## src/logic/rv_isa_pkg.sv

```systemverilog
/*
 * RV32I base encodings only. No compressed, M or CSR encodings are defined.
 * Every instruction is 4 bytes wide, so the PC always steps by INSTR_BYTES.
 */

package rv_isa_pkg;

	// ========================================
	// Widths with a meaning
	// ========================================
	typedef logic [31:0] instr_t;
	typedef logic [31:0] addr_t;
	typedef logic [31:0] data_t;
	typedef logic [4:0]  reg_addr_t;
	typedef logic [6:0]  opcode_t;
	typedef logic [2:0]  funct3_t;
	typedef logic [6:0]  funct7_t;

	localparam addr_t     INSTR_BYTES = 32'd4;
	localparam reg_addr_t REG_X0      = 5'd0;

	// Major opcodes, bits 6:0
	localparam opcode_t OPC_LUI      = 7'b0110111;
	localparam opcode_t OPC_AUIPC    = 7'b0010111;
	localparam opcode_t OPC_JAL      = 7'b1101111;
	localparam opcode_t OPC_JALR     = 7'b1100111;
	localparam opcode_t OPC_BRANCH   = 7'b1100011;
	localparam opcode_t OPC_LOAD     = 7'b0000011;
	localparam opcode_t OPC_STORE    = 7'b0100011;
	localparam opcode_t OPC_OP_IMM   = 7'b0010011;
	localparam opcode_t OPC_OP       = 7'b0110011;
	localparam opcode_t OPC_MISC_MEM = 7'b0001111;
	localparam opcode_t OPC_SYSTEM   = 7'b1110011;

	// Branch conditions
	localparam funct3_t F3_BEQ  = 3'b000;
	localparam funct3_t F3_BNE  = 3'b001;
	localparam funct3_t F3_BLT  = 3'b100;
	localparam funct3_t F3_BGE  = 3'b101;
	localparam funct3_t F3_BLTU = 3'b110;
	localparam funct3_t F3_BGEU = 3'b111;

	// Load and store widths
	localparam funct3_t F3_LB  = 3'b000;
	localparam funct3_t F3_LH  = 3'b001;
	localparam funct3_t F3_LW  = 3'b010;
	localparam funct3_t F3_LBU = 3'b100;
	localparam funct3_t F3_LHU = 3'b101;
	localparam funct3_t F3_SB  = 3'b000;
	localparam funct3_t F3_SH  = 3'b001;
	localparam funct3_t F3_SW  = 3'b010;

	// ALU functions, shared by OP and OP-IMM
	localparam funct3_t F3_ADD_SUB = 3'b000;
	localparam funct3_t F3_SLL     = 3'b001;
	localparam funct3_t F3_SLT     = 3'b010;
	localparam funct3_t F3_SLTU    = 3'b011;
	localparam funct3_t F3_XOR     = 3'b100;
	localparam funct3_t F3_SRL_SRA = 3'b101;
	localparam funct3_t F3_OR      = 3'b110;
	localparam funct3_t F3_AND     = 3'b111;

	localparam funct3_t F3_JALR    = 3'b000;
	localparam funct3_t F3_FENCE   = 3'b000;
	localparam funct3_t F3_FENCE_I = 3'b001;

	// Base form and the SUB/SRA form
	localparam funct7_t F7_BASE = 7'b0000000;
	localparam funct7_t F7_ALT  = 7'b0100000;

	// Privileged words are matched whole
	localparam instr_t INSTR_ECALL  = 32'h0000_0073;
	localparam instr_t INSTR_EBREAK = 32'h0010_0073;
	localparam instr_t INSTR_MRET   = 32'h3020_0073;

endpackage

```

## src/logic/decode_ops_pkg.sv

```systemverilog
/*
 * Execute-side controls as produced by decode. No mul/div or CSR controls.
 * DX_CTRL_BUBBLE is a no-op with zero registers that execute may always accept.
 */

package decode_ops_pkg;

	import rv_isa_pkg::*;

	typedef logic [3:0] alu_op_t;
	typedef logic       alu_src_a_t;
	typedef logic       alu_src_b_t;
	typedef logic [3:0] mem_op_t;
	typedef logic [1:0] bcond_t;
	typedef logic [2:0] except_t;

	// ALU operations
	localparam alu_op_t ALUOP_ADD = 4'h0;
	localparam alu_op_t ALUOP_SUB = 4'h1;
	localparam alu_op_t ALUOP_LT  = 4'h2;
	localparam alu_op_t ALUOP_LTU = 4'h4;
	localparam alu_op_t ALUOP_AND = 4'h6;
	localparam alu_op_t ALUOP_OR  = 4'h7;
	localparam alu_op_t ALUOP_XOR = 4'h8;
	localparam alu_op_t ALUOP_SRL = 4'h9;
	localparam alu_op_t ALUOP_SRA = 4'ha;
	localparam alu_op_t ALUOP_SLL = 4'hb;

	localparam alu_src_a_t ALUSRCA_RS1 = 1'b0;
	localparam alu_src_a_t ALUSRCA_PC  = 1'b1;
	localparam alu_src_b_t ALUSRCB_RS2 = 1'b0;
	localparam alu_src_b_t ALUSRCB_IMM = 1'b1;

	// Memory operations, NONE outside the load/store range
	localparam mem_op_t MEMOP_LW   = 4'h0;
	localparam mem_op_t MEMOP_LH   = 4'h1;
	localparam mem_op_t MEMOP_LB   = 4'h2;
	localparam mem_op_t MEMOP_LHU  = 4'h3;
	localparam mem_op_t MEMOP_LBU  = 4'h4;
	localparam mem_op_t MEMOP_SW   = 4'h5;
	localparam mem_op_t MEMOP_SH   = 4'h6;
	localparam mem_op_t MEMOP_SB   = 4'h7;
	localparam mem_op_t MEMOP_NONE = 4'h8;

	// Branch taken when the ALU result matches
	localparam bcond_t BCOND_NEVER  = 2'h0;
	localparam bcond_t BCOND_ZERO   = 2'h1;
	localparam bcond_t BCOND_NZERO  = 2'h2;
	localparam bcond_t BCOND_ALWAYS = 2'h3;

	localparam except_t EXCEPT_NONE    = 3'h0;
	localparam except_t EXCEPT_ILLEGAL = 3'h1;
	localparam except_t EXCEPT_ECALL   = 3'h2;
	localparam except_t EXCEPT_EBREAK  = 3'h3;
	localparam except_t EXCEPT_MRET    = 3'h4;

	typedef struct packed {
		reg_addr_t  rs1;
		reg_addr_t  rs2;
		reg_addr_t  rd;
		alu_src_a_t alusrc_a;
		alu_src_b_t alusrc_b;
		alu_op_t    aluop;
		mem_op_t    memop;
		bcond_t     branchcond;
		logic       jump_is_regoffs;
		logic       result_is_linkaddr;
		except_t    except;
	} dx_ctrl_t;

	localparam dx_ctrl_t DX_CTRL_BUBBLE = '{
		rs1: REG_X0, rs2: REG_X0, rd: REG_X0,
		alusrc_a: ALUSRCA_RS1, alusrc_b: ALUSRCB_RS2,
		aluop: ALUOP_ADD, memop: MEMOP_NONE, branchcond: BCOND_NEVER,
		jump_is_regoffs: 1'b0, result_is_linkaddr: 1'b0,
		except: EXCEPT_NONE
	};

endpackage

```

## src/logic/decode_pc_ctrl.sv

```systemverilog
/*
 * Decode PC and handshakes. Jump requests are gated by execute stall,
 * so a word with a completed jump is always consumed in that same cycle.
 */

`timescale 1ns/1ps

module decode_pc_ctrl
	import rv_isa_pkg::*;
#(
	parameter addr_t RESET_VECTOR = 32'h0000_0000
) (
	input  logic  clk,
	input  logic  rst_n,

	input  logic  fd_cir_vld_i,
	input  logic  x_stall_i,
	input  logic  f_jump_rdy_i,
	input  logic  f_jump_now_i,
	input  addr_t f_jump_target_i,
	input  logic  jump_pred_i,
	input  data_t jump_offs_i,

	output addr_t pc_o,
	output addr_t pc_next_o,
	output logic  d_stall_o,
	output logic  df_cir_use_o,
	output logic  d_jump_req_o,
	output addr_t d_jump_target_o
);

	addr_t pc;
	logic  d_starved;
	logic  jump_wait;

	// ========================================
	// Stall and consumption
	// ========================================
	assign d_starved = !fd_cir_vld_i;

	// Only ask for a jump when the word can also move into execute
	assign d_jump_req_o    = fd_cir_vld_i && jump_pred_i && !x_stall_i;
	assign d_jump_target_o = pc + jump_offs_i;

	// Fetch busy, request must be repeated
	assign jump_wait = d_jump_req_o && !f_jump_rdy_i;

	assign d_stall_o    = x_stall_i || d_starved || jump_wait;
	assign df_cir_use_o = !d_stall_o;

	// ========================================
	// PC register
	// ========================================
	assign pc_next_o = pc + INSTR_BYTES;
	assign pc_o      = pc;

	always_ff @(posedge clk or negedge rst_n) begin
		if (!rst_n) begin
			pc <= RESET_VECTOR;
		end else if (f_jump_now_i) begin
			// Own predicted jump or an execute redirect
			pc <= f_jump_target_i;
		end else if (!d_stall_o) begin
			pc <= pc_next_o;
		end
	end

endmodule

```

## src/logic/decode_stage.sv

```systemverilog
/*
 * RV32I decode stage, one instruction in flight. Fetch must hold the word
 * until df_cir_use_o is seen high at a rising edge.
 */

`timescale 1ns/1ps

module decode_stage
	import rv_isa_pkg::*;
	import decode_ops_pkg::*;
#(
	parameter addr_t RESET_VECTOR = 32'h0000_0000
) (
	input  logic     clk,
	input  logic     rst_n,

	// Fetch side
	input  instr_t   fd_cir_i,
	input  logic     fd_cir_vld_i,
	output logic     df_cir_use_o,
	output logic     d_jump_req_o,
	output addr_t    d_jump_target_o,
	input  logic     f_jump_rdy_i,
	input  logic     f_jump_now_i,
	input  addr_t    f_jump_target_i,

	// Execute side
	output logic     d_stall_o,
	input  logic     x_stall_i,
	input  logic     flush_d_x_i,
	output dx_ctrl_t dx_ctrl_o,
	output data_t    dx_imm_o,
	output addr_t    dx_pc_o,
	output addr_t    dx_jump_target_o,
	output addr_t    dx_mispredict_addr_o
);

	dx_ctrl_t dec_ctrl;
	data_t    dec_imm;
	logic     jump_pred;
	data_t    jump_offs;
	addr_t    pc;
	addr_t    pc_next;

	instr_decoder i_decoder (
		.instr_i     (fd_cir_i),
		.ctrl_o      (dec_ctrl),
		.imm_o       (dec_imm),
		.jump_pred_o (jump_pred),
		.jump_offs_o (jump_offs)
	);

	decode_pc_ctrl #(
		.RESET_VECTOR (RESET_VECTOR)
	) i_pc_ctrl (
		.clk             (clk),
		.rst_n           (rst_n),
		.fd_cir_vld_i    (fd_cir_vld_i),
		.x_stall_i       (x_stall_i),
		.f_jump_rdy_i    (f_jump_rdy_i),
		.f_jump_now_i    (f_jump_now_i),
		.f_jump_target_i (f_jump_target_i),
		.jump_pred_i     (jump_pred),
		.jump_offs_i     (jump_offs),
		.pc_o            (pc),
		.pc_next_o       (pc_next),
		.d_stall_o       (d_stall_o),
		.df_cir_use_o    (df_cir_use_o),
		.d_jump_req_o    (d_jump_req_o),
		.d_jump_target_o (d_jump_target_o)
	);

	// Registered boundary into execute
	dx_pipe_reg i_dx_reg (
		.clk                  (clk),
		.rst_n                (rst_n),
		.x_stall_i            (x_stall_i),
		.flush_d_x_i          (flush_d_x_i),
		.d_stall_i            (d_stall_o),
		.f_jump_now_i         (f_jump_now_i),
		.f_jump_target_i      (f_jump_target_i),
		.pc_i                 (pc),
		.pc_next_i            (pc_next),
		.jump_target_i        (d_jump_target_o),
		.ctrl_i               (dec_ctrl),
		.imm_i                (dec_imm),
		.dx_ctrl_o            (dx_ctrl_o),
		.dx_imm_o             (dx_imm_o),
		.dx_pc_o              (dx_pc_o),
		.dx_jump_target_o     (dx_jump_target_o),
		.dx_mispredict_addr_o (dx_mispredict_addr_o)
	);

endmodule

```

## src/logic/dx_pipe_reg.sv

```systemverilog
/*
 * Decode-to-execute register. Controls reset to the bubble, payload has no reset
 * and is only meaningful while the controls describe a real instruction.
 */

`timescale 1ns/1ps

module dx_pipe_reg
	import rv_isa_pkg::*;
	import decode_ops_pkg::*;
(
	input  logic     clk,
	input  logic     rst_n,

	input  logic     x_stall_i,
	input  logic     flush_d_x_i,
	input  logic     d_stall_i,
	input  logic     f_jump_now_i,
	input  addr_t    f_jump_target_i,
	input  addr_t    pc_i,
	input  addr_t    pc_next_i,
	input  addr_t    jump_target_i,
	input  dx_ctrl_t ctrl_i,
	input  data_t    imm_i,

	output dx_ctrl_t dx_ctrl_o,
	output data_t    dx_imm_o,
	output addr_t    dx_pc_o,
	output addr_t    dx_jump_target_o,
	output addr_t    dx_mispredict_addr_o
);

	logic  insert_bubble;
	addr_t pc_load;

	// Flush from execute, or decode has nothing to hand over
	assign insert_bubble = flush_d_x_i || (d_stall_i && !x_stall_i);

	// A late redirect goes straight to the execute PC
	assign pc_load = (flush_d_x_i && f_jump_now_i) ? f_jump_target_i : pc_i;

	// ========================================
	// Controls
	// ========================================
	always_ff @(posedge clk or negedge rst_n) begin
		if (!rst_n) begin
			dx_ctrl_o <= DX_CTRL_BUBBLE;
		end else if (insert_bubble) begin
			dx_ctrl_o <= DX_CTRL_BUBBLE;
		end else if (!x_stall_i) begin
			dx_ctrl_o <= ctrl_i;
		end
	end

	// ========================================
	// Payload
	// ========================================
	always_ff @(posedge clk) begin
		if (!x_stall_i) begin
			dx_imm_o             <= imm_i;
			dx_jump_target_o     <= jump_target_i;
			// Fall-through address for a wrongly taken branch
			dx_mispredict_addr_o <= pc_next_i;
			dx_pc_o              <= pc_load;
		end
	end

endmodule

```

## src/logic/instr_decoder.sv

```systemverilog
/*
 * Purely combinational RV32I decoder. Anything outside RV32I, including
 * M and CSR encodings, comes out as the bubble with an illegal exception.
 * FENCE and FENCE.I are no-ops. Only JAL and backward branches predict taken.
 */

`timescale 1ns/1ps

module instr_decoder
	import rv_isa_pkg::*;
	import decode_ops_pkg::*;
(
	input  instr_t   instr_i,
	output dx_ctrl_t ctrl_o,
	output data_t    imm_o,
	output logic     jump_pred_o,
	output data_t    jump_offs_o
);

	opcode_t  opcode;
	funct3_t  funct3;
	funct7_t  funct7;
	data_t    imm_i;
	data_t    imm_s;
	data_t    imm_b;
	data_t    imm_u;
	data_t    imm_j;
	alu_op_t  base_op;
	dx_ctrl_t ctrl;
	data_t    imm;
	logic     illegal;
	logic     jump_pred;

	assign opcode = instr_i[6:0];
	assign funct3 = instr_i[14:12];
	assign funct7 = instr_i[31:25];

	// ========================================
	// Immediate formats
	// ========================================
	assign imm_i = {{21{instr_i[31]}}, instr_i[30:20]};
	assign imm_s = {{21{instr_i[31]}}, instr_i[30:25], instr_i[11:7]};
	assign imm_b = {{20{instr_i[31]}}, instr_i[7], instr_i[30:25], instr_i[11:8], 1'b0};
	assign imm_u = {instr_i[31:12], 12'h000};
	assign imm_j = {{12{instr_i[31]}}, instr_i[19:12], instr_i[20], instr_i[30:21], 1'b0};

	// Bit 3 splits JAL from the branch opcode
	assign jump_offs_o = instr_i[3] ? imm_j : imm_b;

	// ALU op picked by funct3 alone, the funct7 variants are patched below
	always_comb begin
		case (funct3)
			F3_ADD_SUB: base_op = ALUOP_ADD;
			F3_SLL:     base_op = ALUOP_SLL;
			F3_SLT:     base_op = ALUOP_LT;
			F3_SLTU:    base_op = ALUOP_LTU;
			F3_XOR:     base_op = ALUOP_XOR;
			F3_SRL_SRA: base_op = ALUOP_SRL;
			F3_OR:      base_op = ALUOP_OR;
			default:    base_op = ALUOP_AND;
		endcase
	end

	// ========================================
	// Control decode
	// ========================================
	always_comb begin
		// Register fields straight from the word, R-type defaults
		ctrl                    = DX_CTRL_BUBBLE;
		ctrl.rs1                = instr_i[19:15];
		ctrl.rs2                = instr_i[24:20];
		ctrl.rd                 = instr_i[11:7];
		imm                     = imm_i;
		illegal                 = 1'b0;
		jump_pred               = 1'b0;

		case (opcode)
			OPC_LUI: begin
				ctrl.rs1      = REG_X0;
				ctrl.rs2      = REG_X0;
				ctrl.alusrc_b = ALUSRCB_IMM;
				imm           = imm_u;
			end
			OPC_AUIPC: begin
				ctrl.rs1      = REG_X0;
				ctrl.rs2      = REG_X0;
				ctrl.alusrc_a = ALUSRCA_PC;
				ctrl.alusrc_b = ALUSRCB_IMM;
				imm           = imm_u;
			end
			OPC_JAL: begin
				// Target is resolved here, execute only writes the link
				ctrl.rs1                = REG_X0;
				ctrl.rs2                = REG_X0;
				ctrl.result_is_linkaddr = 1'b1;
				imm                     = imm_j;
				jump_pred               = 1'b1;
			end
			OPC_JALR: begin
				ctrl.rs2                = REG_X0;
				ctrl.alusrc_b           = ALUSRCB_IMM;
				ctrl.branchcond         = BCOND_ALWAYS;
				ctrl.jump_is_regoffs    = 1'b1;
				ctrl.result_is_linkaddr = 1'b1;
				illegal                 = funct3 != F3_JALR;
			end
			OPC_BRANCH: begin
				ctrl.rd   = REG_X0;
				imm       = imm_b;
				// Backward offset, so guess taken
				jump_pred = instr_i[31];
				case (funct3)
					F3_BEQ:  begin ctrl.aluop = ALUOP_SUB; ctrl.branchcond = BCOND_ZERO;  end
					F3_BNE:  begin ctrl.aluop = ALUOP_SUB; ctrl.branchcond = BCOND_NZERO; end
					F3_BLT:  begin ctrl.aluop = ALUOP_LT;  ctrl.branchcond = BCOND_NZERO; end
					F3_BGE:  begin ctrl.aluop = ALUOP_LT;  ctrl.branchcond = BCOND_ZERO;  end
					F3_BLTU: begin ctrl.aluop = ALUOP_LTU; ctrl.branchcond = BCOND_NZERO; end
					F3_BGEU: begin ctrl.aluop = ALUOP_LTU; ctrl.branchcond = BCOND_ZERO;  end
					default: illegal = 1'b1;
				endcase
			end
			OPC_LOAD: begin
				ctrl.rs2      = REG_X0;
				ctrl.alusrc_b = ALUSRCB_IMM;
				case (funct3)
					F3_LB:   ctrl.memop = MEMOP_LB;
					F3_LH:   ctrl.memop = MEMOP_LH;
					F3_LW:   ctrl.memop = MEMOP_LW;
					F3_LBU:  ctrl.memop = MEMOP_LBU;
					F3_LHU:  ctrl.memop = MEMOP_LHU;
					default: illegal = 1'b1;
				endcase
			end
			OPC_STORE: begin
				ctrl.rd       = REG_X0;
				ctrl.alusrc_b = ALUSRCB_IMM;
				imm           = imm_s;
				case (funct3)
					F3_SB:   ctrl.memop = MEMOP_SB;
					F3_SH:   ctrl.memop = MEMOP_SH;
					F3_SW:   ctrl.memop = MEMOP_SW;
					default: illegal = 1'b1;
				endcase
			end
			OPC_OP_IMM: begin
				ctrl.rs2      = REG_X0;
				ctrl.alusrc_b = ALUSRCB_IMM;
				ctrl.aluop    = base_op;
				// Shift amounts live in rs2 slot, funct7 must be clean
				if (funct3 == F3_SLL) begin
					illegal = funct7 != F7_BASE;
				end else if (funct3 == F3_SRL_SRA) begin
					illegal = funct7 != F7_BASE && funct7 != F7_ALT;
					if (funct7 == F7_ALT)
						ctrl.aluop = ALUOP_SRA;
				end
			end
			OPC_OP: begin
				ctrl.aluop = base_op;
				if (funct7 == F7_ALT && funct3 == F3_ADD_SUB)
					ctrl.aluop = ALUOP_SUB;
				else if (funct7 == F7_ALT && funct3 == F3_SRL_SRA)
					ctrl.aluop = ALUOP_SRA;
				else if (funct7 != F7_BASE)
					illegal = 1'b1;
			end
			OPC_MISC_MEM: begin
				// Both fences are no-ops on this in-order core
				ctrl    = DX_CTRL_BUBBLE;
				illegal = funct3 != F3_FENCE && funct3 != F3_FENCE_I;
			end
			OPC_SYSTEM: begin
				ctrl = DX_CTRL_BUBBLE;
				if (instr_i == INSTR_ECALL)
					ctrl.except = EXCEPT_ECALL;
				else if (instr_i == INSTR_EBREAK)
					ctrl.except = EXCEPT_EBREAK;
				else if (instr_i == INSTR_MRET)
					ctrl.except = EXCEPT_MRET;
				else
					illegal = 1'b1;
			end
			default: illegal = 1'b1;
		endcase

		// Illegal words carry no side effects besides the trap
		if (illegal) begin
			ctrl        = DX_CTRL_BUBBLE;
			ctrl.except = EXCEPT_ILLEGAL;
			jump_pred   = 1'b0;
		end
	end

	assign ctrl_o      = ctrl;
	assign imm_o       = imm;
	assign jump_pred_o = jump_pred;

endmodule

```

## config.mk

```make
export PLATFORM = sky130hd
export DESIGN_NAME = decode_stage
export DESIGN_NICKNAME = d
export VERILOG_FILES = /design/src/logic/rv_isa_pkg.sv /design/src/logic/decode_ops_pkg.sv /design/src/logic/decode_pc_ctrl.sv /design/src/logic/decode_stage.sv /design/src/logic/dx_pipe_reg.sv /design/src/logic/instr_decoder.sv
export SDC_FILE = /design/constraint.sdc
export NUM_CORES = 1
export LEC_CHECK = 0
export ABC_AREA = 1
export BUFFER_PORTS_ARGS = -buffer_cell sky130_fd_sc_hd__buf_2
export CAP_MARGIN = 20
export CORE_MARGIN = 1.5
export CORE_UTILIZATION = 45
export DETAILED_ROUTE_END_ITERATION = 16
export GPL_ROUTABILITY_DRIVEN = 0
export GPL_TIMING_DRIVEN = 0
export HOLD_SLACK_MARGIN = 0.08
export MAX_ROUTING_LAYER = met4
export PLACE_DENSITY_LB_ADDON = 0.15
export SYNTH_ARGS = -nofsm -noshare
export SYNTH_HDL_FRONTEND = slang
export SYNTH_SLANG_ARGS = --single-unit
export TNS_END_PERCENT = 10
```

## constraint.sdc

```tcl
create_clock -name clk -period 5.06 [get_ports clk]
set_input_delay 1.012 -clock clk [delete_from_list [all_inputs] [get_ports clk]]
set_output_delay 1.012 -clock clk [all_outputs]
set_load 0.03 [all_outputs]
```

## After elaboration in Yosys (flattened, before gate mapping)

Index checks and enable logic that the tools add are counted.

- Bits in registers: 192
- Input port bits: 71
- Logic and storage cells: 124

- Add/subtract/negate cells: 2
- Equality and inequality tests: 26
- Multiplexer cells: 46
- Reduce and logical (&&, ||, !) cells: 34

Operators by type and width:

| operator | count |
|---|---|
| 2-to-1 mux 32 bit | 6 |
| one-hot mux 31 bit (4 select lines) | 1 |
| adder 32 x 3 -> 32 bit, second input constant | 1 |
| adder 32 bit | 1 |
| equality test 32 x 21 -> 1 bit, second input constant | 1 |
| equality test 32 x 30 -> 1 bit, second input constant | 1 |
| equality test 32 x 7 -> 1 bit, second input constant | 1 |
| equality test 7 x 6 -> 1 bit, second input constant | 4 |
| equality test 7 bit, second input constant | 4 |
| one-hot mux 4 bit (7 select lines) | 1 |
| one-hot mux 4 bit (3 select lines) | 2 |
| 2-to-1 mux 20 bit | 1 |
| 2-to-1 mux 4 bit | 5 |
| one-hot mux 4 bit (5 select lines) | 1 |
| 2-to-1 mux 1 bit | 16 |
| 2-to-1 mux 5 bit | 3 |
| equality test 7 x 5 -> 1 bit, second input constant | 2 |
| equality test 3 bit, second input constant | 4 |
| 2-to-1 mux 3 bit | 4 |
| OR reduction 3 bit | 4 |
| OR reduction 6 bit | 2 |
| OR reduction 2 bit | 5 |
| OR reduction 5 bit | 2 |
| logical AND 1 bit | 9 |
| other kinds (20) | 27 |

## Depth between registers and ports, before layout

Gate-level depths: netlist of run 1.

- Depth after elaboration: 13
- Mapped depth: 17

## Modules after synthesis

A second synthesis of run 1 with hierarchy kept.

- Cell total of the unflattened synthesis: 1,650
- Area, all modules: 12,286.8 um2

By module, submodules not included:

| module | times used | cells each | area each (um2) | sequential area each (um2) |
|---|---|---|---|---|
| dx_pipe_reg | 1 | 473 | 5,952.0 | 4,645.7 |
| decode_pc_ctrl | 1 | 850 | 4,658.2 | 800.8 |
| instr_decoder | 1 | 327 | 1,676.6 | 0.0 |

## Worst setup path before layout of run 1

No wires, ideal clock.

- Path kind: input-to-reg
- From: in x_stall_i
- To: reg i_dx_reg.dx_ctrl_o[5] (netlist name)
- Arrival: 5.087 ns
- Slack: -0.098 ns
- Stages: 8
- Path buffers: 1
- Cell sequence: inv_1 nor2_1 inv_1 clkbuf_1 o2111ai_1 nor2_1 nand4_1 nand3_1

- Word-level cells in the longest chain between the ends: 7
- Elaborated cells between the ends (all ways): 9
- Classes of those cells: eq/ne: 1; mux: 1; reduce/logical: 7

Ends and longest elaborated chain:

| item | line | text |
|---|---|---|
| from (decl) | decode_stage.sv:29 | `input logic x_stall_i,` |
| logical NOT 1 bit | -- |  |
| logical AND 1 bit | decode_pc_ctrl.sv:42 | `assign d_jump_req_o = fd_cir_vld_i && jump_pred_i && !x_stall_i;` |
| logical AND 1 bit | decode_pc_ctrl.sv:46 | `assign jump_wait = d_jump_req_o && !f_jump_rdy_i;` |
| logical OR 1 bit | decode_pc_ctrl.sv:48 | `assign d_stall_o = x_stall_i \|\| d_starved \|\| jump_wait;` |
| logical AND 1 bit | dx_pipe_reg.sv:37 | `assign insert_bubble = flush_d_x_i \|\| (d_stall_i && !x_stall_i);` |
| logical OR 1 bit | dx_pipe_reg.sv:37 |  |
| inequality test 2 x 1 -> 1 bit (no source line) or 2-to-1 mux 32 bit (tied branches) | -- |  |

Several ways; a longest one is shown, not always the timed one.
A chain may end at the register's enable or synchronous reset.

## Worst setup path in the final report of run 1

- From: in fd_cir_i[31]
- To: out d_jump_target_o[26]

- Word-level cells in the longest chain between the ends: 2

Ends and longest elaborated chain:

| item | line | text |
|---|---|---|
| from (decl) | decode_stage.sv:18 | `input instr_t fd_cir_i,` |
| 2-to-1 mux 20 bit | instr_decoder.sv:48 | `assign jump_offs_o = instr_i[3] ? imm_j : imm_b;` |
| adder 32 bit (*) | decode_pc_ctrl.sv:43 | `assign d_jump_target_o = pc + jump_offs_i;` |
| to (decl) | decode_stage.sv:22 | `output addr_t d_jump_target_o,` |

Every way passes the cells marked *; elsewhere a longest branch is shown, timed or not.

==> results of run 1 <==
==> metal layers <==
metal	track usage [%]	up-vias	share of wire, %
met5	-	-	0
met2	42.04	361	47
met3	5.502	59	7.6
met4	9.657	0	2.8
met1	33.40	4305	43
li1	-	4607	-
==> final timing paths <==
kind                                               endpoint
hold reg to reg            i_dx_reg.dx_mispredict_addr_o[0]
min in group asynchronous             i_dx_reg.dx_ctrl_o[8]
setup / recovery                        d_jump_target_o[26]
hold / removal             i_dx_reg.dx_mispredict_addr_o[0]
max in group asynchronous                i_pc_ctrl.pc_o[18]
setup reg to reg              i_dx_reg.dx_jump_target_o[31]
==> state kept, by name, summed over array words and instances, names as in the netlist <==
register,cells
i_dx_reg.dx_jump_target_o,31
i_dx_reg.dx_pc_o,32
i_dx_reg.dx_imm_o,32
i_dx_reg.dx_ctrl_o,32
i_pc_ctrl.pc_o,32
i_dx_reg.dx_mispredict_addr_o,32
==> power breakdown <==
part           switching (W)  internal (W)  total, W
Clock               0.000693      0.000671   0.00136
Combinational        0.00113      0.000446   0.00158
Sequential          0.000112       0.00189   0.00201
Total                0.00194       0.00301   0.00495
==> kinds of logic after synthesis <==
group                    count (synthesis)  synth area share (%)
AND/OR/NAND/NOR                        551                 22.81
flip-flops                             191                 50.10
AO/OA/AOI/OAI                          185                 9.757
buffers and inverters                  156                 5.845
XOR/XNOR                                54                 4.375
multiplexers                            32                 3.333
adder cells (fa/ha/maj)                 32                 3.773
==> final cells by class <==
type | count | area, um^2 | share of cell area (%)
flip-flops and latches | 191 | 5416 | 41.00
multi-input cells | 854 | 4778 | 36.17
repair buffers | 266 | 1381 | 10.46
inverters | 128 | 486.7 | 3.684
clock buffers | 18 | 429.2 | 3.249
well taps | 319 | 399.1 | 3.021
clock inverters | 14 | 165.2 | 1.250
plain buffers | 27 | 148.9 | 1.127
diodes | 2 | 5.005 | 0.03789
==> cells in the mapped netlist (8+ instances only) <==
cell type | n | area (um^2)
a21oi_1 | 39 | 195.2
clkbuf_1 | 14 | 52.55
dfrtp_1 | 63 | 1577
edfxtp_1 | 127 | 3814
ha_1 | 31 | 387.9
inv_1 | 120 | 450.4
mux2_2 | 32 | 360.4
nand2_1 | 311 | 1167
nand2_2 | 18 | 112.6
nand3_1 | 37 | 185.2
nand4_1 | 17 | 106.4
nor2_1 | 102 | 382.9
nor2_2 | 10 | 62.56
nor3_1 | 22 | 110.1
nor4_1 | 8 | 50.05
o21ai_0 | 88 | 440.4
o21ai_1 | 10 | 50.05
o21ai_2 | 11 | 96.34
xnor2_1 | 11 | 96.34
xor2_1 | 43 | 376.6
==> metrics by stage <==
step | worst slack [ps] | hold WS (ps)
after floorplan | 534.4 | 447.8
after global placement | -766.6 | 463.0
after detailed placement | -448.6 | 460.1
after CTS | 47.47 | 484.5
after global routing | 16.32 | 498.2
final | 232.3 | 481.3
==> timing repair <==
| action | CTS | global route |
|---|---|---|
| setup buffers | 0 | 0 |
| resized for setup | 5 | 9 |
| pin swaps | 0 | 1 |
| setup endpoints to repair | 11 | 10 |
==> results.toml, run 1 <==
[cts]
htree_levels = 4
numClockSinks = 191
cts_root_buffer = "clkbuf_16"
clockBufferDepth = 2
cts_tree = "built"
cts_made_buffers = 17
clk_pin_slew_ps = 80
cts_hold_buffers = 0
clock_latency_ps = 440

[setup_path]
cp-start-kind = "input pin"
path_depth = 14
cpPeakStageDelay_ps = 450
worstReg2RegStart = "i_pc_ctrl.pc_o[2]"
crit_chain = "clkbuf_4 -> nand2_1 -> o21ai_0 -> ha_1 -> nand2_1 -> inv_1 -> nand2_1 -> nor3_2 -> nand4_1 -> nand3_1 -> a21oi_1 -> o21ai_0 -> xor2_1 -> buf_2"
crit_family = "simple AND/OR/NAND/NOR gates"
cp_max_fo = 18
cp_slowest_cell = "ha_1"
cp.arrival_ps = 3820
cp-end-kind = "output pin"
path_common_cell = "nand2_1"
path_buf_inv = 3
cp.required_ps = 4050
crit_type = "in -> out"
reg2reg_depth = 12
startpoint = "fd_cir_i[31]"
rrSetupSlack_ps = 2370

[logic_synthesis]
synth.net_count = 1304
synthCells = 1201
yosys_warnings = 0
ys_types = 55
synth_area_per_cell_um2 = 9.001
ys_ff_latch = 191
syn_area_um2 = 10810
ys.flop_type = "edfxtp_1"
synth_edf_count = 127
synth.yosys.seq_area_share_pct = 50.10
async_reset_ff_share_pct = 33.51

[grt]
grt_pass1_wl_um = 47990
grt_max_degree = 65
grt_overflow_total = 0
grt_antenna_before_repair = 2
grt_usage_pct = 26.43
grt_pass1_vias = 8925

[timing]
worst_slew_pin_slew_ps = 880.9
relSlewSlack_pct = 41.27
finalCritPeriodShare_pct = 95.41
fin_setup_tns_ps = 0
skew_ps = 12.95
fmax_mhz = 207.1
fin_crit_ps = 4828
finalHoldViolCount = 0
finalSetupViolations = 0
slew_viol_final = 0
rsz0062_at_grt = "false"

[floorplan]
die_height_um = 158.0
start_util_pct = 45.92
ios = 266
die_w_um = 158.0
dieArea_um2 = 24960
coreArea_um2 = 23540
num_rows = 56

[power_and_ir_drop]
power_density_nw_per_um2 = 374.8
finalPower_w = 0.004952
p_leak_nw = 6.287
ir_worst_vdd_v = 0.0002222

[cells_and_area]
area_growth_pct = 22.20
nNetsFinal = 1588
fin_util_pct = 56.11
final_cells = 1819
final_common_cell = "nand2_1"
finalInstanceArea_um2 = 13210
n_fill_cell = 2199
drive_above_1_share_pct = 27.84
final_cell_mix = "nand2_1, buf_2, edfxtp_1"

[placed_design]
dp_cells = 1786
place_area_um2 = 12590
hpwl_um = 24820
io_buffers = 263

[route]
drt_iter0_drc = 616
drt-total-wl_um = 31620
firstDrtPassIters = 6
drc = 0
via_per_inst = 5.130
vias = 9332
post_drt_wl_per_cell_um = 17.38
ant_nets = 0

[min_path]
hp-start = "i_pc_ctrl.pc_o[0]"
holdPathStages = 0
holdCritPathClass = "reg -> reg"

[run]
maxCapViolations = 0

[run_status]
status = "complete, no violations"
No activity file was read; power rests on OpenSTA's default activity.
==> run 2, diff against run 1 <==
--- a/config.mk
+++ b/config.mk
@@ -16,6 +16,7 @@
 export HOLD_SLACK_MARGIN = 0.08
 export MAX_ROUTING_LAYER = met4
 export PLACE_DENSITY_LB_ADDON = 0.15
+export REMOVE_ABC_BUFFERS = 1
 export SYNTH_ARGS = -nofsm -noshare
 export SYNTH_HDL_FRONTEND = slang
 export SYNTH_SLANG_ARGS = --single-unit
==> run 2 against run 1 <==
  * Clock-buffer cell count unchanged
  * Maximum frequency decreased by 1.6%
  * Die area unchanged
  * Flip-flop and latch count unchanged
  * Core utilization decreased by 0.37 points
  * Worst hold slack got worse by 98 ps
  * Clock skew increased by 1.1 ps
  * Critical endpoint is now d_jump_target_o[19]
  * Largest cell class unchanged
  * Worst setup slack got worse by 79 ps
==> results.toml, run 2 (synthesis gave the netlist of run 1 again) <==
[cells_and_area]
nNetsFinal = 1565
num_antenna_cells = 0
fin_util_pct = 55.74
final_cell_mix = "nand2_1, buf_2, edfxtp_1"
drive_above_1_share_pct = 28.00
final_cells = 1794
area_growth_pct = 21.39
final_common_cell = "nand2_1"

[cts]
clk_pin_slew_ps = 80
clockBufferDepth = 2
cts_tree = "built"
cts_made_buffers = 17
numClockSinks = 191
htree_levels = 4
clock_latency_ps = 440
cts_root_buffer = "clkbuf_16"

[route]
post_drt_wl_per_cell_um = 17.34
via_per_inst = 5.190
drt-total-wl_um = 31110
drt_iter0_drc = 639
firstDrtPassIters = 5
drc = 0
ant_nets = 0
vias = 9310

[power_and_ir_drop]
power.clock.fraction_pct = 27.7
power.share.combinational_pct = 31.8
p_sw_share_pct = 39.30
ir_worst_vdd_v = 0.0002052
power.net_switching_w = 0.001948
seqPwrFrac_pct = 40.5
power_density_nw_per_um2 = 377.7
p_int_w = 0.003009
p_leak_nw = 6.247

[floorplan]
num_rows = 56
die_height_um = 158.0
dieArea_um2 = 24960
coreArea_um2 = 23540
ios = 266
start_util_pct = 45.92
die_w_um = 158.0

[setup_path]
crit_family = "simple AND/OR/NAND/NOR gates"
crit_chain = "buf_2 -> nand2_1 -> o21ai_0 -> ha_1 -> inv_1 -> fa_1 -> o21ai_1 -> nand2_1 -> nand3b_1 -> nand2_1 -> nand2_1 -> a21oi_1 -> o21ai_2 -> nand2_1 -> nand2_1 -> nand2_1 -> nand2_1 -> buf_2"
reg2reg_to = "i_dx_reg.dx_jump_target_o[19]"
cp_slowest_cell = "fa_1"
reg2reg_depth = 12
path_buf_inv = 3
cp.arrival_ps = 3890
cp-start-kind = "input pin"
path_common_cell = "nand2_1"
cp_max_fo = 13
cp-end-kind = "output pin"
cpPeakStageDelay_ps = 420
rrSetupSlack_ps = 2250
cp.required_ps = 4050
worstReg2RegStart = "i_pc_ctrl.pc_o[2]"
crit_type = "in -> out"

[placed_design]
hpwl_um = 23390
dp_cells = 1760
io_buffers = 265
preCtsSetupSlack_ps = -165.6

[timing]
fin_crit_ps = 4907
skew_ps = 14.09
worst_slack_ps = 153.4
finalSetupViolations = 0
worst_slew_pin_slew_ps = 852.3
fin_hold_ws_ps = 382.8
finalHoldViolCount = 0
rsz0062_at_grt = "true"
slew_viol_final = 0
finalCritPeriodShare_pct = 96.97
relSlewSlack_pct = 43.12
fmax_mhz = 203.8

[min_path]
holdCritPathClass = "in -> async"

[grt]
grt_pass1_wl_um = 47380
grt_antenna_before_repair = 0
grt_overflow_total = 0
grt_pass1_vias = 8676
grt_max_degree = 96
grt_usage_pct = 25.88

[run_status]
status = "complete, no violations"

[run]
maxCapViolations = 0
-- run 2: worst max path at each step --
stage / start / end / slack [ps] / depth (start not counted)
after floorplan: x_stall_i / i_dx_reg.dx_ctrl_o[22] / -1080 / 9
after global placement: x_stall_i / i_dx_reg.dx_ctrl_o[25] / -4390 / 10
after detailed placement: fd_cir_i[3] / d_jump_target_o[19] / -170 / 18
after CTS: fd_cir_i[3] / d_jump_target_o[26] / 70 / 15
after global routing: fd_cir_i[3] / d_jump_target_o[26] / -20 / 15
final: fd_cir_i[3] / d_jump_target_o[19] / 150 / 18
-- run 2: final cells by class --
type / instances / area [um^2]
Inverter: 128 / 488.0
Sequential cell: 191 / 5416
Tap cell: 319 / 399.1
Multi-Input combinational cell: 854 / 4791
Clock inverter: 14 / 172.7
Timing Repair Buffer: 270 / 1426
Clock buffer: 18 / 429.2
Fill cell: 2189 / 10420
-- run 2: repair_timing --
| action | 4_1_cts | 5_1_grt |
|---|---|---|
| setup buffers | 0 | 2 |
| endpoints found under the setup margin | 5 | 7 |
| resized for setup | 3 | 6 |
| hold buffers | 0 | 0 |
| pin swaps | 0 | 3 |
-- run 2: power groups by stage --
| stage | clock [W] | sequential [W] | combinational, W |
|---|---|---|---|
| floorplan | 0 | 0.00230 | 0.000791 |
| global placement | 0 | 0.00205 | 0.00154 |
| detailed placement | 0 | 0.00204 | 0.00156 |
| CTS | 0.00139 | 0.00201 | 0.00157 |
| global route | 0.00144 | 0.00203 | 0.00170 |
| finish | 0.00137 | 0.00201 | 0.00158 |
-- run 2: per-layer routing --
| metal | vias up | share of wire, % | GRT usage [%] |
|---|---|---|---|
| li1 | 4553 | - | - |
| met1 | 4367 | 42 | 32.39 |
| met2 | 358 | 49 | 42.67 |
| met3 | 32 | 7.9 | 5.584 |
| met4 | 0 | 1.5 | 6.720 |
| met5 | - | 0 | - |
-- run 2: per-stage QoR --
stage / area (um^2) / setup TNS (ps) / power [W]
global route: 13120 / -30.78 / 0.005178
global placement: 12390 / -148180 / 0.003590
finish: 13120 / 0 / 0.004957
detailed placement: 12490 / -445.7 / 0.003605
CTS: 13090 / 0 / 0.004972
floorplan: 10660 / -23270 / 0.003096
==> run 3, diff against run 2 <==
--- a/config.mk
+++ b/config.mk
@@ -9,7 +9,7 @@
 export BUFFER_PORTS_ARGS = -buffer_cell sky130_fd_sc_hd__buf_2
 export CAP_MARGIN = 20
 export CORE_MARGIN = 1.5
-export CORE_UTILIZATION = 45
+export CORE_UTILIZATION = 54
 export DETAILED_ROUTE_END_ITERATION = 16
 export GPL_ROUTABILITY_DRIVEN = 0
 export GPL_TIMING_DRIVEN = 0
==> constraint.sdc (replaced) <==
create_clock -name clk -period 5.06 [get_ports clk]
set_input_delay 1.012 -clock clk [delete_from_list [all_inputs] [get_ports clk]]
set_output_delay 1.012 -clock clk [all_outputs]
set_load 0.02 [all_outputs]
==> run 3 against run 2 <==
  * First-iteration DRC count increased by 15%
  * Critical path depth is 3 lower
  * Worst hold slack better by 100 ps
  * Worst setup slack gained 59 ps
  * Die area is 16% lower
  * Clock skew decreased by 2.7 ps
  * Clock power about the same
  * Final cell count shrank 3.1%
  * Maximum frequency increased by 1.2%
  * Clock-buffer cell count unchanged
  * Wire length down 5.4%
  * Non-clock buffer count fell by 2
==> results.toml, run 3 (synthesis gave the netlist of run 1 again) <==
[cts]
clockBufferDepth = 2
cts_root_buffer = "clkbuf_16"
htree_levels = 4
cts_made_buffers = 17
clock_latency_ps = 440
numClockSinks = 191
cts_hold_buffers = 0
clk_pin_slew_ps = 80
cts_tree = "built"

[floorplan]
dieArea_um2 = 20880
coreArea_um2 = 19530
start_util_pct = 55.36
die_w_um = 144.5
ios = 266
num_rows = 51
die_height_um = 144.5

[timing]
fmax_mhz = 206.3
rsz0062_at_grt = "false"
finalSetupViolations = 0
fin_crit_ps = 4848
finalCritPeriodShare_pct = 95.80
skew_ps = 11.39
slew_viol_final = 0
worst_slew_pin_slew_ps = 932.3
relSlewSlack_pct = 37.85
finalHoldViolCount = 0

[setup_path]
crit_type = "in -> out"
cp.arrival_ps = 3840
cp-start-kind = "input pin"
cp.required_ps = 4050
path_common_cell = "nand2_1"
cpPeakStageDelay_ps = 440
rrSetupSlack_ps = 2220
cp_max_fo = 13
path_depth = 15
reg2reg_depth = 12
path_buf_inv = 4
cp-end-kind = "output pin"
worstReg2RegStart = "i_pc_ctrl.pc_o[2]"
cp_slowest_cell = "ha_1"
reg2reg_to = "i_dx_reg.dx_jump_target_o[31]"
crit_chain = "buf_2 -> inv_2 -> nand2_1 -> o21ai_0 -> ha_1 -> nand2_1 -> inv_1 -> nand2_1 -> nor3_2 -> nand4_1 -> nand3_1 -> a21oi_1 -> o21ai_0 -> xor2_1 -> buf_2"
crit_family = "simple AND/OR/NAND/NOR gates"

[power_and_ir_drop]
p_leak_nw = 6.228
power.net_switching_w = 0.001718
power.share.combinational_pct = 29.0
finalPower_w = 0.004727
power.clock.fraction_pct = 28.6
ir_worst_vdd_v = 0.0002553
p_int_w = 0.003009
p_sw_share_pct = 36.34
seqPwrFrac_pct = 42.5
power_density_nw_per_um2 = 363.1

[placed_design]
io_buffers = 265
hpwl_um = 22200
dp_cells = 1706

[route]
ant_nets = 0
post_drt_wl_per_cell_um = 16.92
via_per_inst = 5.415
drt-total-wl_um = 29420
drc = 0
vias = 9416
firstDrtPassIters = 5
drt_iter0_drc = 737

[grt]
grt_overflow_total = 0
grt_usage_pct = 29.33
grt_antenna_before_repair = 1
grt_pass1_wl_um = 45020
grt_max_degree = 77
grt_pass1_vias = 8669

[cells_and_area]
final_cell_mix = "nand2_1, buf_2, edfxtp_1"
nNetsFinal = 1563
drive_above_1_share_pct = 27.70
final_common_cell = "nand2_1"
final_cells = 1739
area_growth_pct = 20.42

[min_path]
holdPathStages = 2
holdCritPathClass = "reg -> reg"
hp-start = "i_dx_reg.dx_ctrl_o[12]"
whs_endpoint = "i_dx_reg.dx_ctrl_o[12]"

[run_status]
status = "complete, no violations"

[run]
maxCapViolations = 0
run 3: cell type report:
cell class | instances | area [um^2]
timing repair buffer | 268 | 1404
clock buffer | 18 | 439.2
multi-input combinational | 854 | 4772
fill | 1671 | 6509
sequential | 191 | 5416
antenna | 1 | 2.502
clock inverter | 14 | 163.9
inverter | 128 | 488.0
tap | 265 | 331.6
run 3: worst max path at each step:
| stage | endpoint | startpoint | slack (ps) |
|---|---|---|---|
| floorplan | i_dx_reg.dx_ctrl_o[22] | x_stall_i | -1080 |
| global placement | i_dx_reg.dx_ctrl_o[23] | x_stall_i | -4040 |
| detailed placement | d_jump_target_o[19] | fd_cir_i[3] | -30 |
| CTS | d_jump_target_o[19] | fd_cir_i[3] | 90 |
| global route | d_jump_target_o[26] | fd_cir_i[3] | 1 |
| finish | d_jump_target_o[26] | fd_cir_i[3] | 210 |
run 3: worst register-to-register path, delay by kind of cell (launching register included):
family	cells	cell delay [ps]
flip-flops	1	400
buffers and inverters	1	190
adder cells (fa/ha/maj)	1	510
AND/OR/NAND/NOR	7	780
AO/OA/AOI/OAI	3	720
run 3: power groups by stage:
| stage | sequential [W] | combinational, W | clock, W |
|---|---|---|---|
| CTS | 0.00201 | 0.00137 | 0.00137 |
| floorplan | 0.00220 | 0.000712 | 0 |
| finish | 0.00201 | 0.00137 | 0.00135 |
| global placement | 0.00204 | 0.00134 | 0 |
| detailed placement | 0.00204 | 0.00136 | 0 |
| global route | 0.00203 | 0.00149 | 0.00142 |
run 3: layer usage:
layer | global-route usage, % | share of wire [%] | vias to the layer above | wire length, um
li1 | - | - | 4555 | -
met1 | 37.05 | 41 | 4411 | 12190
met2 | 47.80 | 49 | 402 | 14390
met3 | 5.828 | 7.5 | 48 | 2202
met4 | 9.144 | 2.2 | 0 | 637
met5 | - | 0 | - | 0
run 3: what timing repair did:
action                     in CTS  in global routing
setup endpoints to repair       4                  5
resized for setup               2                  3
buffers inserted                0                  0
run 3: metrics by stage:
step	worst slack [ps]	utilization [%]	hold slack [ps]	area [um^2]	TNS [ps]
after floorplan	-1082	-	453.1	10660	-23260
after global placement	-4039	63.09	462.4	12320	-118110
after detailed placement	-32.16	63.54	462.5	12410	-70.45
after CTS	87.55	66.63	488.4	13010	0
after global routing	1.121	66.67	508.2	13020	0
final	212.4	66.67	483.5	13020	0
